===== src/calc_macros.svh =====
`ifndef CALC_MACROS_SVH
`define CALC_MACROS_SVH

// Operand and result width
`define CALC_WIDTH 16

// Decimal digits on the readout
`define CALC_DIGITS 5

// Two radicand bits are consumed per root step
`define CALC_ROOT_STEPS (`CALC_WIDTH / 2)

`endif


===== src/calc_pkg.sv =====
`include "calc_macros.svh"

package calc_pkg;

	typedef logic [`CALC_WIDTH-1:0] data_t;

	// Full product before the overflow check
	typedef logic [2*`CALC_WIDTH-1:0] prod_t;

	typedef enum logic [1:0] {
		OP_MUL  = 2'd0,
		OP_DIV  = 2'd1,
		OP_SQRT = 2'd2
	} op_t;

	typedef enum logic [2:0] {
		S_IDLE,
		S_HAVE_X,
		S_READY_OPS,
		S_CHECK,
		S_RUN,
		S_DONE
	} ctrl_state_t;

	typedef enum logic {
		U_IDLE,
		U_BUSY
	} unit_state_t;

	typedef logic [3:0] bcd_t;

	// Bit 0 is segment a, bit 6 is segment g
	typedef logic [6:0] seg_t;

endpackage


===== src/alu_share_if.sv =====
`timescale 1ns/1ps
`include "calc_macros.svh"

interface alu_share_if;

	// One bit wider than a data word to hold carries and shifted remainders
	logic                 req;
	logic [`CALC_WIDTH:0] op_a;
	logic [`CALC_WIDTH:0] op_b;
	logic                 sub;
	logic                 gnt;
	logic [`CALC_WIDTH:0] res;
	logic                 no_borrow;

	modport unit (output req, op_a, op_b, sub, input gnt, res, no_borrow);

	modport arbiter (input req, op_a, op_b, sub, output gnt, res, no_borrow);

endinterface


===== src/alu_arbiter.sv =====
`timescale 1ns/1ps
`include "calc_macros.svh"

module alu_arbiter import calc_pkg::*; (
	input  logic clk,
	input  logic rst_n,
	alu_share_if.arbiter mult_port,
	alu_share_if.arbiter div_port,
	alu_share_if.arbiter sqrt_port
);

	op_t                    owner;
	logic [2:0]             gnt_vec;
	logic [2:0]             last_gnt;
	logic [`CALC_WIDTH:0]   a;
	logic [`CALC_WIDTH:0]   b;
	logic [`CALC_WIDTH:0]   b_eff;
	logic                   sub;
	logic [`CALC_WIDTH+1:0] sum;

	// Fixed priority, multiply first
	always_comb begin
		gnt_vec = 3'b000;
		owner   = OP_SQRT;
		if (mult_port.req) begin
			gnt_vec[0] = 1'b1;
			owner      = OP_MUL;
		end else if (div_port.req) begin
			gnt_vec[1] = 1'b1;
			owner      = OP_DIV;
		end else if (sqrt_port.req) begin
			gnt_vec[2] = 1'b1;
		end
	end

	always_comb begin
		case (owner)
			OP_MUL: begin
				a   = mult_port.op_a;
				b   = mult_port.op_b;
				sub = mult_port.sub;
			end
			OP_DIV: begin
				a   = div_port.op_a;
				b   = div_port.op_b;
				sub = div_port.sub;
			end
			default: begin
				a   = sqrt_port.op_a;
				b   = sqrt_port.op_b;
				sub = sqrt_port.sub;
			end
		endcase
		// Subtract as a plus inverted b plus one
		b_eff = sub ? ~b : b;
		sum   = {1'b0, a} + {1'b0, b_eff} + {{(`CALC_WIDTH+1){1'b0}}, sub};
	end

	assign mult_port.gnt       = gnt_vec[0];
	assign div_port.gnt        = gnt_vec[1];
	assign sqrt_port.gnt       = gnt_vec[2];
	assign mult_port.res       = sum[`CALC_WIDTH:0];
	assign div_port.res        = sum[`CALC_WIDTH:0];
	assign sqrt_port.res       = sum[`CALC_WIDTH:0];
	// Carry out of a subtraction means a >= b
	assign mult_port.no_borrow = sub ? sum[`CALC_WIDTH+1] : 1'b1;
	assign div_port.no_borrow  = sub ? sum[`CALC_WIDTH+1] : 1'b1;
	assign sqrt_port.no_borrow = sub ? sum[`CALC_WIDTH+1] : 1'b1;

	always_ff @(posedge clk) begin
		if (!rst_n) begin
			last_gnt <= 3'b000;
		end else begin
			last_gnt <= gnt_vec;
		end
	end

endmodule


===== src/seq_mult.sv =====
`timescale 1ns/1ps
`include "calc_macros.svh"

module seq_mult import calc_pkg::*; (
	input  logic  clk,
	input  logic  rst_n,
	input  logic  go,
	input  data_t mc,
	input  data_t mp,
	output logic  done,
	output prod_t prod,
	alu_share_if.unit alu
);

	localparam int STEPS = `CALC_WIDTH;
	localparam int CW = $clog2(STEPS);
	localparam logic [CW-1:0] LAST = CW'(STEPS - 1);

	unit_state_t   state;
	logic [CW-1:0] step_cnt;
	logic [CW-1:0] cur_cnt;
	data_t         mc_q;
	data_t         cur_mc;
	prod_t         acc;
	prod_t         cur_acc;

	// The go cycle already performs the first step on the fresh operands
	always_comb begin
		cur_mc  = go ? mc : mc_q;
		cur_acc = go ? {{`CALC_WIDTH{1'b0}}, mp} : acc;
		cur_cnt = go ? '0 : step_cnt;
	end

	assign alu.req  = go || (state == U_BUSY);
	assign alu.sub  = 1'b0;
	assign alu.op_a = {1'b0, cur_acc[2*`CALC_WIDTH-1:`CALC_WIDTH]};
	assign alu.op_b = cur_acc[0] ? {1'b0, cur_mc} : '0;

	always_ff @(posedge clk) begin
		if (!rst_n) begin
			state    <= U_IDLE;
			step_cnt <= '0;
			done     <= 1'b0;
		end else begin
			done <= 1'b0;
			if (alu.req && alu.gnt) begin
				if (cur_cnt == LAST) begin
					state <= U_IDLE;
					done  <= 1'b1;
				end else begin
					state    <= U_BUSY;
					step_cnt <= cur_cnt + 1'b1;
				end
			end else if (go) begin
				state    <= U_BUSY;
				step_cnt <= '0;
			end
		end
	end

	// Sum with carry goes on top, multiplier bits fall off the bottom
	always_ff @(posedge clk) begin
		if (go) begin
			mc_q <= mc;
		end
		if (alu.req && alu.gnt) begin
			acc <= {alu.res, cur_acc[`CALC_WIDTH-1:1]};
		end else if (go) begin
			acc <= cur_acc;
		end
	end

	assign prod = acc;

endmodule


===== src/seq_div.sv =====
`timescale 1ns/1ps
`include "calc_macros.svh"

module seq_div import calc_pkg::*; (
	input  logic  clk,
	input  logic  rst_n,
	input  logic  go,
	input  data_t dividend,
	input  data_t divisor,
	output logic  done,
	output data_t quot,
	output data_t rem,
	alu_share_if.unit alu
);

	localparam int STEPS = `CALC_WIDTH;
	localparam int CW = $clog2(STEPS);
	localparam logic [CW-1:0] LAST = CW'(STEPS - 1);

	unit_state_t          state;
	logic [CW-1:0]        step_cnt;
	logic [CW-1:0]        cur_cnt;
	data_t                quot_q;
	data_t                rem_q;
	data_t                dvs_q;
	data_t                cur_quot;
	data_t                cur_rem;
	data_t                cur_dvs;
	logic [`CALC_WIDTH:0] partial;

	always_comb begin
		cur_quot = go ? dividend : quot_q;
		cur_rem  = go ? '0 : rem_q;
		cur_dvs  = go ? divisor : dvs_q;
		cur_cnt  = go ? '0 : step_cnt;
		// Next dividend bit shifted into the partial remainder
		partial  = {cur_rem, cur_quot[`CALC_WIDTH-1]};
	end

	assign alu.req  = go || (state == U_BUSY);
	assign alu.sub  = 1'b1;
	assign alu.op_a = partial;
	assign alu.op_b = {1'b0, cur_dvs};

	always_ff @(posedge clk) begin
		if (!rst_n) begin
			state    <= U_IDLE;
			step_cnt <= '0;
			done     <= 1'b0;
		end else begin
			done <= 1'b0;
			if (alu.req && alu.gnt) begin
				if (cur_cnt == LAST) begin
					state <= U_IDLE;
					done  <= 1'b1;
				end else begin
					state    <= U_BUSY;
					step_cnt <= cur_cnt + 1'b1;
				end
			end else if (go) begin
				state    <= U_BUSY;
				step_cnt <= '0;
			end
		end
	end

	// Failed trial restores the shifted partial remainder
	always_ff @(posedge clk) begin
		if (alu.req && alu.gnt) begin
			quot_q <= {cur_quot[`CALC_WIDTH-2:0], alu.no_borrow};
			rem_q  <= alu.no_borrow ? alu.res[`CALC_WIDTH-1:0] : partial[`CALC_WIDTH-1:0];
			dvs_q  <= cur_dvs;
		end else if (go) begin
			quot_q <= cur_quot;
			rem_q  <= cur_rem;
			dvs_q  <= cur_dvs;
		end
	end

	assign quot = quot_q;
	assign rem  = rem_q;

endmodule


===== src/seq_sqrt.sv =====
`timescale 1ns/1ps
`include "calc_macros.svh"

module seq_sqrt import calc_pkg::*; (
	input  logic  clk,
	input  logic  rst_n,
	input  logic  go,
	input  data_t radicand,
	output logic  done,
	output data_t root,
	output data_t rem,
	alu_share_if.unit alu
);

	localparam int STEPS = `CALC_ROOT_STEPS;
	localparam int CW = $clog2(STEPS);
	localparam logic [CW-1:0] LAST = CW'(STEPS - 1);

	unit_state_t          state;
	logic [CW-1:0]        step_cnt;
	logic [CW-1:0]        cur_cnt;
	data_t                rad_q;
	data_t                root_q;
	data_t                rem_q;
	data_t                cur_rad;
	data_t                cur_root;
	data_t                cur_rem;
	logic [`CALC_WIDTH:0] rem_sh;

	// Remainder never exceeds twice the root, so its top bit is always zero
	always_comb begin
		cur_rad  = go ? radicand : rad_q;
		cur_root = go ? '0 : root_q;
		cur_rem  = go ? '0 : rem_q;
		cur_cnt  = go ? '0 : step_cnt;
		rem_sh   = {cur_rem[`CALC_WIDTH-2:0], cur_rad[`CALC_WIDTH-1:`CALC_WIDTH-2]};
	end

	assign alu.req  = go || (state == U_BUSY);
	assign alu.sub  = 1'b1;
	assign alu.op_a = rem_sh;
	// Trial value 4 * root + 1
	assign alu.op_b = {1'b0, cur_root[`CALC_WIDTH-3:0], 2'b01};

	always_ff @(posedge clk) begin
		if (!rst_n) begin
			state    <= U_IDLE;
			step_cnt <= '0;
			done     <= 1'b0;
		end else begin
			done <= 1'b0;
			if (alu.req && alu.gnt) begin
				if (cur_cnt == LAST) begin
					state <= U_IDLE;
					done  <= 1'b1;
				end else begin
					state    <= U_BUSY;
					step_cnt <= cur_cnt + 1'b1;
				end
			end else if (go) begin
				state    <= U_BUSY;
				step_cnt <= '0;
			end
		end
	end

	always_ff @(posedge clk) begin
		if (alu.req && alu.gnt) begin
			rad_q  <= {cur_rad[`CALC_WIDTH-3:0], 2'b00};
			root_q <= {cur_root[`CALC_WIDTH-2:0], alu.no_borrow};
			rem_q  <= alu.no_borrow ? alu.res[`CALC_WIDTH-1:0] : rem_sh[`CALC_WIDTH-1:0];
		end else if (go) begin
			rad_q  <= cur_rad;
			root_q <= cur_root;
			rem_q  <= cur_rem;
		end
	end

	assign root = root_q;
	assign rem  = rem_q;

endmodule


===== src/calc_control.sv =====
`timescale 1ns/1ps
`include "calc_macros.svh"

module calc_control import calc_pkg::*; (
	input  logic  clk,
	input  logic  rst_n,
	input  data_t data,
	input  logic  load,
	input  logic  start,
	input  op_t   op,
	output logic  mult_go,
	output logic  div_go,
	output logic  sqrt_go,
	output data_t op_x,
	output data_t op_y,
	input  logic  mult_done,
	input  logic  div_done,
	input  logic  sqrt_done,
	input  prod_t mult_prod,
	input  data_t div_quot,
	input  data_t div_rem,
	input  data_t sqrt_root,
	input  data_t sqrt_rem,
	output logic  ready,
	output logic  error,
	output data_t result,
	output data_t remainder
);

	ctrl_state_t state;
	op_t         op_q;
	logic        load_x;
	logic        load_y;
	logic        unit_done;
	logic        cap_error;
	data_t       cap_result;
	data_t       cap_rem;

	// Start wins over a load in the same cycle
	assign load_x = load && ((state == S_IDLE) || (state == S_DONE) ||
		((state == S_READY_OPS) && !start));
	assign load_y = load && (state == S_HAVE_X);

	always_ff @(posedge clk) begin
		if (load_x) begin
			op_x <= data;
		end
		if (load_y) begin
			op_y <= data;
		end
	end

	// Result of the unit that was launched
	always_comb begin
		unit_done  = 1'b0;
		cap_error  = 1'b0;
		cap_result = '0;
		cap_rem    = '0;
		case (op_q)
			OP_MUL: begin
				unit_done  = mult_done;
				cap_error  = |mult_prod[2*`CALC_WIDTH-1:`CALC_WIDTH];
				cap_result = cap_error ? '0 : mult_prod[`CALC_WIDTH-1:0];
			end
			OP_DIV: begin
				unit_done  = div_done;
				cap_result = div_quot;
				cap_rem    = div_rem;
			end
			OP_SQRT: begin
				unit_done  = sqrt_done;
				cap_result = sqrt_root;
				cap_rem    = sqrt_rem;
			end
			default: ;
		endcase
	end

	always_ff @(posedge clk) begin
		if (!rst_n) begin
			state     <= S_IDLE;
			op_q      <= OP_MUL;
			mult_go   <= 1'b0;
			div_go    <= 1'b0;
			sqrt_go   <= 1'b0;
			ready     <= 1'b0;
			error     <= 1'b0;
			result    <= '0;
			remainder <= '0;
		end else begin
			mult_go <= 1'b0;
			div_go  <= 1'b0;
			sqrt_go <= 1'b0;
			ready   <= 1'b0;
			error   <= 1'b0;
			case (state)
				S_IDLE, S_DONE: begin
					state <= load_x ? S_HAVE_X : S_IDLE;
				end
				S_HAVE_X: begin
					if (load_y) begin
						state <= S_READY_OPS;
					end
				end
				S_READY_OPS: begin
					if (start) begin
						op_q  <= op;
						state <= S_CHECK;
					end else if (load_x) begin
						state <= S_HAVE_X;
					end
				end
				S_CHECK: begin
					state <= S_RUN;
					case (op_q)
						OP_MUL:  mult_go <= 1'b1;
						OP_SQRT: sqrt_go <= 1'b1;
						OP_DIV: begin
							if (op_y != '0) begin
								div_go <= 1'b1;
							end else begin
								ready     <= 1'b1;
								error     <= 1'b1;
								result    <= '0;
								remainder <= '0;
								state     <= S_DONE;
							end
						end
						default: begin
							// Unknown opcode, nothing to launch
							ready     <= 1'b1;
							error     <= 1'b1;
							result    <= '0;
							remainder <= '0;
							state     <= S_DONE;
						end
					endcase
				end
				S_RUN: begin
					if (unit_done) begin
						ready     <= 1'b1;
						error     <= cap_error;
						result    <= cap_result;
						remainder <= cap_rem;
						state     <= S_DONE;
					end
				end
				default: state <= S_IDLE;
			endcase
		end
	end

endmodule


===== src/bcd_display.sv =====
`timescale 1ns/1ps
`include "calc_macros.svh"

module bcd_display import calc_pkg::*; (
	input  data_t value,
	output seg_t  ones,
	output seg_t  tens,
	output seg_t  hundreds,
	output seg_t  thousands,
	output seg_t  ten_thousands
);

	logic [`CALC_WIDTH+4*`CALC_DIGITS-1:0] dabble;
	bcd_t digit [`CALC_DIGITS];

	// Common cathode, segment on when the bit is high
	function automatic seg_t seg_decode(input bcd_t d);
		case (d)
			4'd0:    seg_decode = 7'h3F;
			4'd1:    seg_decode = 7'h06;
			4'd2:    seg_decode = 7'h5B;
			4'd3:    seg_decode = 7'h4F;
			4'd4:    seg_decode = 7'h66;
			4'd5:    seg_decode = 7'h6D;
			4'd6:    seg_decode = 7'h7D;
			4'd7:    seg_decode = 7'h07;
			4'd8:    seg_decode = 7'h7F;
			4'd9:    seg_decode = 7'h6F;
			default: seg_decode = 7'h00;
		endcase
	endfunction

	// Double dabble, add 3 to any digit at 5 or above before each shift
	always_comb begin
		dabble = '0;
		dabble[`CALC_WIDTH-1:0] = value;
		for (int i = 0; i < `CALC_WIDTH; i++) begin
			for (int d = 0; d < `CALC_DIGITS; d++) begin
				if (dabble[`CALC_WIDTH+4*d +: 4] >= 4'd5) begin
					dabble[`CALC_WIDTH+4*d +: 4] = dabble[`CALC_WIDTH+4*d +: 4] + 4'd3;
				end
			end
			dabble = dabble << 1;
		end
		for (int d = 0; d < `CALC_DIGITS; d++) begin
			digit[d] = dabble[`CALC_WIDTH+4*d +: 4];
		end
	end

	assign ones          = seg_decode(digit[0]);
	assign tens          = seg_decode(digit[1]);
	assign hundreds      = seg_decode(digit[2]);
	assign thousands     = seg_decode(digit[3]);
	assign ten_thousands = seg_decode(digit[4]);

endmodule


===== src/calc_top.sv =====
`timescale 1ns/1ps

module calc_top import calc_pkg::*; (
	input  logic  clk,
	input  logic  rst_n,
	input  data_t data,
	input  logic  load,
	input  logic  start,
	input  op_t   op,
	output logic  ready,
	output logic  error,
	output data_t result,
	output data_t remainder,
	output seg_t  seg_ones,
	output seg_t  seg_tens,
	output seg_t  seg_hundreds,
	output seg_t  seg_thousands,
	output seg_t  seg_ten_thousands
);

	logic  mult_go;
	logic  div_go;
	logic  sqrt_go;
	logic  mult_done;
	logic  div_done;
	logic  sqrt_done;
	data_t op_x;
	data_t op_y;
	prod_t mult_prod;
	data_t div_quot;
	data_t div_rem;
	data_t sqrt_root;
	data_t sqrt_rem;

	alu_share_if mult_alu ();
	alu_share_if div_alu ();
	alu_share_if sqrt_alu ();

	calc_control i_calc_control (
		.clk(clk), .rst_n(rst_n), .data(data), .load(load), .start(start), .op(op),
		.mult_go(mult_go), .div_go(div_go), .sqrt_go(sqrt_go), .op_x(op_x), .op_y(op_y),
		.mult_done(mult_done), .div_done(div_done), .sqrt_done(sqrt_done),
		.mult_prod(mult_prod), .div_quot(div_quot), .div_rem(div_rem),
		.sqrt_root(sqrt_root), .sqrt_rem(sqrt_rem),
		.ready(ready), .error(error), .result(result), .remainder(remainder)
	);

	// X is the multiplicand, the dividend and the radicand
	seq_mult i_seq_mult (
		.clk(clk), .rst_n(rst_n), .go(mult_go), .mc(op_x), .mp(op_y),
		.done(mult_done), .prod(mult_prod), .alu(mult_alu)
	);

	seq_div i_seq_div (
		.clk(clk), .rst_n(rst_n), .go(div_go), .dividend(op_x), .divisor(op_y),
		.done(div_done), .quot(div_quot), .rem(div_rem), .alu(div_alu)
	);

	seq_sqrt i_seq_sqrt (
		.clk(clk), .rst_n(rst_n), .go(sqrt_go), .radicand(op_x),
		.done(sqrt_done), .root(sqrt_root), .rem(sqrt_rem), .alu(sqrt_alu)
	);

	alu_arbiter i_alu_arbiter (
		.clk(clk), .rst_n(rst_n),
		.mult_port(mult_alu), .div_port(div_alu), .sqrt_port(sqrt_alu)
	);

	bcd_display i_bcd_display (
		.value(result), .ones(seg_ones), .tens(seg_tens), .hundreds(seg_hundreds),
		.thousands(seg_thousands), .ten_thousands(seg_ten_thousands)
	);

endmodule


===== config.mk =====
export PLATFORM = sky130hd
export DESIGN_NAME = calc_top
export DESIGN_NICKNAME = d
export VERILOG_FILES = /design/src/calc_pkg.sv /design/src/alu_share_if.sv /design/src/alu_arbiter.sv /design/src/seq_mult.sv /design/src/seq_div.sv /design/src/seq_sqrt.sv /design/src/calc_control.sv /design/src/bcd_display.sv /design/src/calc_top.sv
export VERILOG_INCLUDE_DIRS = /design/src
export SDC_FILE = /design/constraint.sdc
export NUM_CORES = 1
export LEC_CHECK = 0
export ABC_CLOCK_PERIOD_IN_PS = 46200
export BUFFER_PORTS_ARGS = -buffer_cell sky130_fd_sc_hd__buf_2
export CAP_MARGIN = 20
export CORE_ASPECT_RATIO = 0.9
export CORE_MARGIN = 3
export CORE_UTILIZATION = 40
export CTS_CLUSTER_DIAMETER = 50
export DETAILED_ROUTE_END_ITERATION = 7
export PLACE_DENSITY_LB_ADDON = 0.05
export SLEW_MARGIN = 20
export SYNTH_ARGS = -nofsm -noshare
export SYNTH_HDL_FRONTEND = slang
export SYNTH_SLANG_ARGS = --single-unit

===== constraint.sdc =====
create_clock -name clk -period 46.2 [get_ports clk]
set_clock_uncertainty 0.15 [all_clocks]
set_input_delay 2.31 -clock clk [delete_from_list [all_inputs] [get_ports clk]]
set_output_delay 2.31 -clock clk [all_outputs]
set_load 0.05 [all_outputs]

# Word-level counts from Yosys, hierarchy flattened
# Memories as Yosys holds them, arrays and structs flattened.
# Index checks and enable logic that the tools add are counted.
[word_totals] rom_bits=560 inputBits=22 out_inout_bits=69 n_memories=5 elab_cells=371 regBits=235
[op_classes] bitwise=1 n_addsub=70 n_mux=151 magnitude_cmp=65 reduce_logical=31 eq_ne=19
[memory_table] memory="(no name shown)" words=16 width=7 rd=1 rd_clocked_by_memory_dff=0 write_ports=0 line="bcd_display.sv:18" text="case (d)"
[memory_table] memory="(no name shown)" words=16 width=7 rd=1 rd_clocked_by_memory_dff=0 write_ports=0 line="bcd_display.sv:18"
[memory_table] memory="(no name shown)" words=16 width=7 rd=1 rd_clocked_by_memory_dff=0 write_ports=0 line="bcd_display.sv:18"
[memory_table] memory="(no name shown)" words=16 width=7 rd=1 rd_clocked_by_memory_dff=0 write_ports=0 line="bcd_display.sv:18"
[memory_table] memory="(no name shown)" words=16 width=7 rd=1 rd_clocked_by_memory_dff=0 write_ports=0 line="bcd_display.sv:18"
[op_table] op="$mux 16" count=26
[op_table] op="$ge 4x3->1 const B" count=60
[op_table] op="$mux 4" count=58
[op_table] op="$add 4x2->4 const B" count=50
[op_table] op="$pmux 16 s2" count=5
[op_table] op="$mux 32" count=3
[op_table] op="$mux 3" count=20
[op_table] op="$pmux 16 s3" count=1
[op_table] op="$pmux 17 s2" count=1
[op_table] op="$add 3x2->3 const B" count=10
[op_table] op="$mux 1" count=27
[op_table] op="$add 17x17->18" count=1
[op_table] op="$add 18x1->18" count=1
[op_table] op="$mux 17" count=1
[op_table] op="$not 16->17" count=1
[op_table] op="$reduce_bool 16->1" count=1
[op_table] op="$reduce_or 16->1" count=1
[op_table] op="$pmux 3 s5" count=1
[op_table] op="$reduce_and 2->1" count=5
[op_table] op="$add 1x2->3 const B" count=3
[op_table] op="$eq 3x3->1 const B" count=3
[op_table] op="$ge 1x3->1 const B" count=3
[op_table] op="$add 4x1->4 const B" count=2
[op_table] op="$eq 4x4->1 const B" count=2
[op_table] op="other kinds (24)" count=51

# Depth between registers and ports, before layout
# An unclocked memory read counts as a cell.
[depth] word_depth=31 ltp_mapped=89 mapped_depth_nobuf=87

# Hierarchy
# A second synthesis with hierarchy kept.
[unflattened] cells_unflattened=2268 hier_area_um2=20417.1
[by_module_without_submodules] mod="bcd_display" area_each_um2=6471.2 cells_each=922 instances=1 seq_area_each_um2=0.0
[by_module_without_submodules] mod="calc_control" area_each_um2=3228.1 cells_each=294 instances=1 seq_area_each_um2=1801.7
[by_module_without_submodules] mod="seq_div" area_each_um2=2965.3 cells_each=231 instances=1 seq_area_each_um2=1561.5
[by_module_without_submodules] mod="seq_sqrt" area_each_um2=2894.0 cells_each=275 instances=1 seq_area_each_um2=1521.5
[by_module_without_submodules] mod="seq_mult" area_each_um2=2797.7 cells_each=251 instances=1 seq_area_each_um2=1401.3
[by_module_without_submodules] mod="alu_arbiter" area_each_um2=2060.7 cells_each=295 instances=1 seq_area_each_um2=0.0

# Worst setup path after synthesis
# OpenSTA, ideal clock, no wires.
[synth_timing] path_kind="reg-to-output" start="register i_calc_control.result[14]" end="output seg_ones[3]" path_slack_ns=27.366 t_required_ns=43.740 path_stages_with_launch=84 n_path_buf=2 arrival_ns=16.374 path_cell_list="dfxtp_1 inv_1 ha_1 inv_1 ha_1 buf_6 a21oi_2 xnor2_2 inv_2 ha_1 and2b_1 o21ai_1 a21oi_2 xnor2_1 ha_1 nand2b_1 a2111oi_0 mux2i_1 [48 not listed] xnor2_1 ha_1 nor2b_1 o21ai_2 xnor2_1 inv_1 ha_1 nand2b_1 a21oi_1 xnor2_1 ha_1 nand2b_1 a211oi_1 o31a_1 xnor2_1 ha_1 o21ai_0 nor3b_1"
[synth_via] elab_chain_cells=29 word_cells_on_any_way=43 cone_classes="14 x add/sub; 14 x order compare; 14 x mux; 1 x memory"
[synth_rtl] element="start: declaration" line="calc_control.sv:26" text="output data_t result,"
[synth_rtl] element="start signal: assignment" line="calc_control.sv:143" text="result <= cap_result;"
[synth_rtl] element="$add 4x2->4 or $ge 4x3->1 (tied branches)" line="bcd_display.sv:40, bcd_display.sv:39"
[synth_rtl] element="$mux 4 *" line="bcd_display.sv:39" text="if (dabble[`CALC_WIDTH+4*d +: 4] >= 4'd5) begin"
[synth_rtl] element="$add 4x2->4 or $ge 4x3->1 (tied branches)" line="bcd_display.sv:40, bcd_display.sv:39"
[synth_rtl] element="$mux 4 *" line="bcd_display.sv:39"
[synth_rtl] element="$add 4x2->4 or $ge 4x3->1 (tied branches)" line="bcd_display.sv:40, bcd_display.sv:39"
[synth_rtl] element="$mux 4 *" line="bcd_display.sv:39"
[synth_rtl] element="$ge 4x3->1 or $add 4x2->4 (tied branches)" line="bcd_display.sv:39, bcd_display.sv:40"
[synth_rtl] element="$mux 4 *" line="bcd_display.sv:39"
[synth_rtl] element="[13 not listed]"
[synth_rtl] element="$mux 4 *" line="bcd_display.sv:39"
[synth_rtl] element="$add 4x2->4 or $ge 4x3->1 (tied branches)" line="bcd_display.sv:40, bcd_display.sv:39"
[synth_rtl] element="$mux 4 *" line="bcd_display.sv:39"
[synth_rtl] element="$ge 4x3->1 or $add 4x2->4 (tied branches)" line="bcd_display.sv:39, bcd_display.sv:40"
[synth_rtl] element="$mux 4 *" line="bcd_display.sv:39"
[synth_rtl] element="$add 4x2->4 or $ge 4x3->1 (tied branches)" line="bcd_display.sv:40, bcd_display.sv:39"
[synth_rtl] element="$mux 4 *" line="bcd_display.sv:39"
[synth_rtl] element="$mem_v2 16x7 *"
[synth_rtl] element="end: declaration" line="calc_top.sv:14" text="output seg_t seg_ones,"
# Every way passes the cells marked *; elsewhere a longest branch is shown, timed or not.

# Final worst setup path
# Ends and elaborated chain as after synthesis.

==> flow_summary.ini <==
[global_route]
grt_max_degree = 64
grtUsageTotal = 0.212
grt_overflow = 0
grt_pass1_vias = 14900
antenna_found_initial = 0
grt_pass1_wl_um = 83600

[floorplan]
die_area_um2 = 48500
die_h_um = 209
io_pins = 91
core_um2 = 44800
num_rows = 73
start_util = 0.410
die_w_um = 232

[final_layout]
syn2layout_area_growth_pct = 11.1
num-nets-final = 2181
layout-drive-gt1-share = 0.160
diodes = 0
design_area_um2 = 20400

[pwr]
p_per_area_nw_per_um2 = 23.9
power_leakage_nw = 7.87
switching_power_uw = 115
p_sw_frac = 0.237
vdd_ir_drop_max_uv = 27.5
internal_power_uw = 371
seq_power_share = 0.482
power_frac_clock = 0.470
p_comb_frac = 0.048

[sta]
timing.slew.headroom = 0.360
fmaxAchievable_mhz = 48.2
rsz0062_at_grt = false
worstMarginPinSlew_ns = 0.959
slew_viol_final = 0
tns_ns = 0
fin_crit_ns = 20.74
finalHoldViolCount = 0
fin_crit_sh = 0.449
setup_viol = 0

[yosys]
syn-instance-count = 1987
async_reset_ff_frac = 0
ys.flop_type = edfxtp_1
synthesis.area_um2 = 18400
yosysWarnings = 0
synth_top_cell_by_area = edfxtp_1
syn_area_per_cell_um2 = 9.24
ys_types = 118
synthTopCellsByArea = edfxtp_1 (26%), dfxtp_1 (8.4%), ha_1 (8.0%)
ys_seq_area_frac = 0.342
synth_seq_cells = 235
synth_edf_count = 158
synth_nets = 2128
synth_top_cell_area_share = 0.258

[worst_hold_path]
hold_class = flip-flop to flip-flop

[clock_tree]
cts_buffer_depth = 3
clock_sinks = 235
clkTransAtPathRegs_ns = 0.06
cts_buffers = 29
cts.repair.resized = 0
holdBufCountCts = 0
clkLatencyLatePin_ns = 0.58
clockRootBuffer = clkbuf_16
post_cts_buffers = 0
htree_levels = 1
cts_tree = done

[detailed_routing]
postRouteWirelength_um = 53000
drt-initial-drc-count = 1095
post-route-drc-count = 0
post_drt_via_cell_ratio = 5.80
drtPass1Iterations = 5
ant_nets = 0
vias = 15434
wl_per_cell_um = 19.9

[critical_path]
crit_top_cell = ha_1
critPathLaunchType = flip-flop
cp_slowest_cell = dfxtp_1
critical_path_class = flip-flop to output port
crit_path_max_incr_delay_ns = 0.48
worstPathArrival_ns = 18.28
end_kind = output port
crit_fanout = 10
cp.required_ns = 43.74

[placed_design]
portBuffers = 90
hpwl_um = 37600
gp_congestion = 0.870
dpl_cell_area_um2 = 19400

[status]
outcome = completed

[job]
drv_cap = 0
cell type report:
class / instances / area, um2
Timing Repair Buffer: 114 / 631
Inverter: 125 / 469
Clock inverter: 17 / 186
Sequential cell: 235 / 6290
Fill cell: 4382 / 24400
Multi-Input combinational cell: 1535 / 11300
Clock buffer: 37 / 776
Tap cell: 600 / 751
logic make-up (layout without fill, tap and decap cells):
family	Yosys count	in the layout	synth area share
simple gates	628	628	0.174
flops	235	235	0.342
mux	162	162	0.106
compound gates	582	582	0.225
buf+inv	217	293	0.0453
xor+xnor	44	44	0.0259
fa+ha+maj	119	119	0.0815
cells in the final DEF, fill, tap and decap left out, types with 29 or more instances in the layout:
cell       count
nand2_1      181
edfxtp_1     158
a21oi_1      145
ha_1         117
inv_1        114
nor2_1       108
mux2i_1       91
buf_2         90
o21ai_0       88
nor2b_1       79
dfxtp_1       74
nor3_1        66
a22oi_1       42
mux2_2        42
nand3_1       41
a211oi_1      32
nand2b_1      30
clkbuf_16     29
per-stage QoR:
stage | total power, mW | hold slack [ns] | instances | worst slack (ns) | util
final | 0.487 | 0.307 | 2663 | 25.46 | 0.456
after global routing | 0.505 | 0.332 | 2663 | 23.67 | 0.456
after CTS | 0.492 | 0.306 | 2663 | 25.46 | 0.456
after detailed placement | 0.262 | 0.291 | 2609 | 26.10 | 0.434
after global placement | 0.262 | 0.284 | 2609 | 26.89 | 0.434
after floorplan | 0.253 | 0.269 | 1987 | 27.37 | -
power groups by stage:
stage / sequential, mW / clock (mW) / combinational [mW]
6_report: 0.235 / 0.229 / 0.0232
5_1_grt: 0.235 / 0.244 / 0.0257
4_1_cts: 0.235 / 0.234 / 0.0233
3_5_place_dp: 0.239 / 0 / 0.0231
3_3_place_gp: 0.239 / 0 / 0.0226
2_1_floorplan: 0.237 / 0 / 0.0160
final timing paths:
| path | to | depth (start not counted) | from | slack [ns] |
|---|---|---|---|---|
| setup / recovery | seg_ones[3] | 82 | i_calc_control.result[14]$_SDFFE_PN0P_ | 25.46 |
| hold / removal | i_seq_mult.mc_q[13]$_DFF_P_ | 2 | i_seq_mult.mc_q[13]$_DFF_P_ | 0.31 |
| setup reg to reg | i_seq_div.rem[1]$_DFFE_PP_ | 23 | i_seq_mult.state$_SDFFE_PN0P_ | 39.43 |
| hold reg to reg | i_seq_mult.mc_q[13]$_DFF_P_ | 2 | i_seq_mult.mc_q[13]$_DFF_P_ | 0.31 |
sequential cells by signal, indices dropped and copies added (netlist names), 16 cells and up:
register / count
i_calc_control.op_y: 16
i_calc_control.op_x: 16
i_seq_div.rem: 16
i_seq_sqrt.root: 16
i_calc_control.remainder: 16
i_seq_mult.prod: 32
i_seq_div.quot: 16
i_seq_mult.mc_q: 16
i_calc_control.result: 16
i_seq_sqrt.rad_q: 16
i_seq_div.dvs_q: 16
i_seq_sqrt.rem: 16
cells in the mapped netlist (41+ instances only):
| cell | count |
|---|---|
| ha_1 | 118 |
| nor2_1 | 111 |
| nor2b_1 | 79 |
| dfxtp_1 | 77 |
| nor3_1 | 67 |
| a21oi_1 | 147 |
| nand2_1 | 181 |
| o21ai_0 | 88 |
| nand3_1 | 41 |
| clkbuf_1 | 79 |
| mux2i_1 | 91 |
| mux2_2 | 42 |
| edfxtp_1 | 158 |
| inv_1 | 117 |
| a22oi_1 | 42 |
critical path: cells and delay by family, from the launching register on:
kind | cells | cell delay (ns)
AO/OA/AOI/OAI | 20 | 4.34
flip-flops | 1 | 0.48
adder cells (fa/ha/maj) | 15 | 3.95
multiplexers | 2 | 0.35
AND/OR/NAND/NOR | 26 | 4.84
XOR/XNOR | 9 | 2.56
buffers and inverters | 10 | 1.14
metal layers:
| metal | wire length [um] | vias to the layer above | track usage |
|---|---|---|---|
| li1 | - | 7523 | - |
| met1 | 24100 | 7438 | 0.293 |
| met2 | 25300 | 405 | 0.360 |
| met3 | 2670 | 68 | 0.0212 |
| met4 | 944 | 0 | 0.0489 |
| met5 | 0 | - | 0 |
Power figures use the tool's default switching activity.
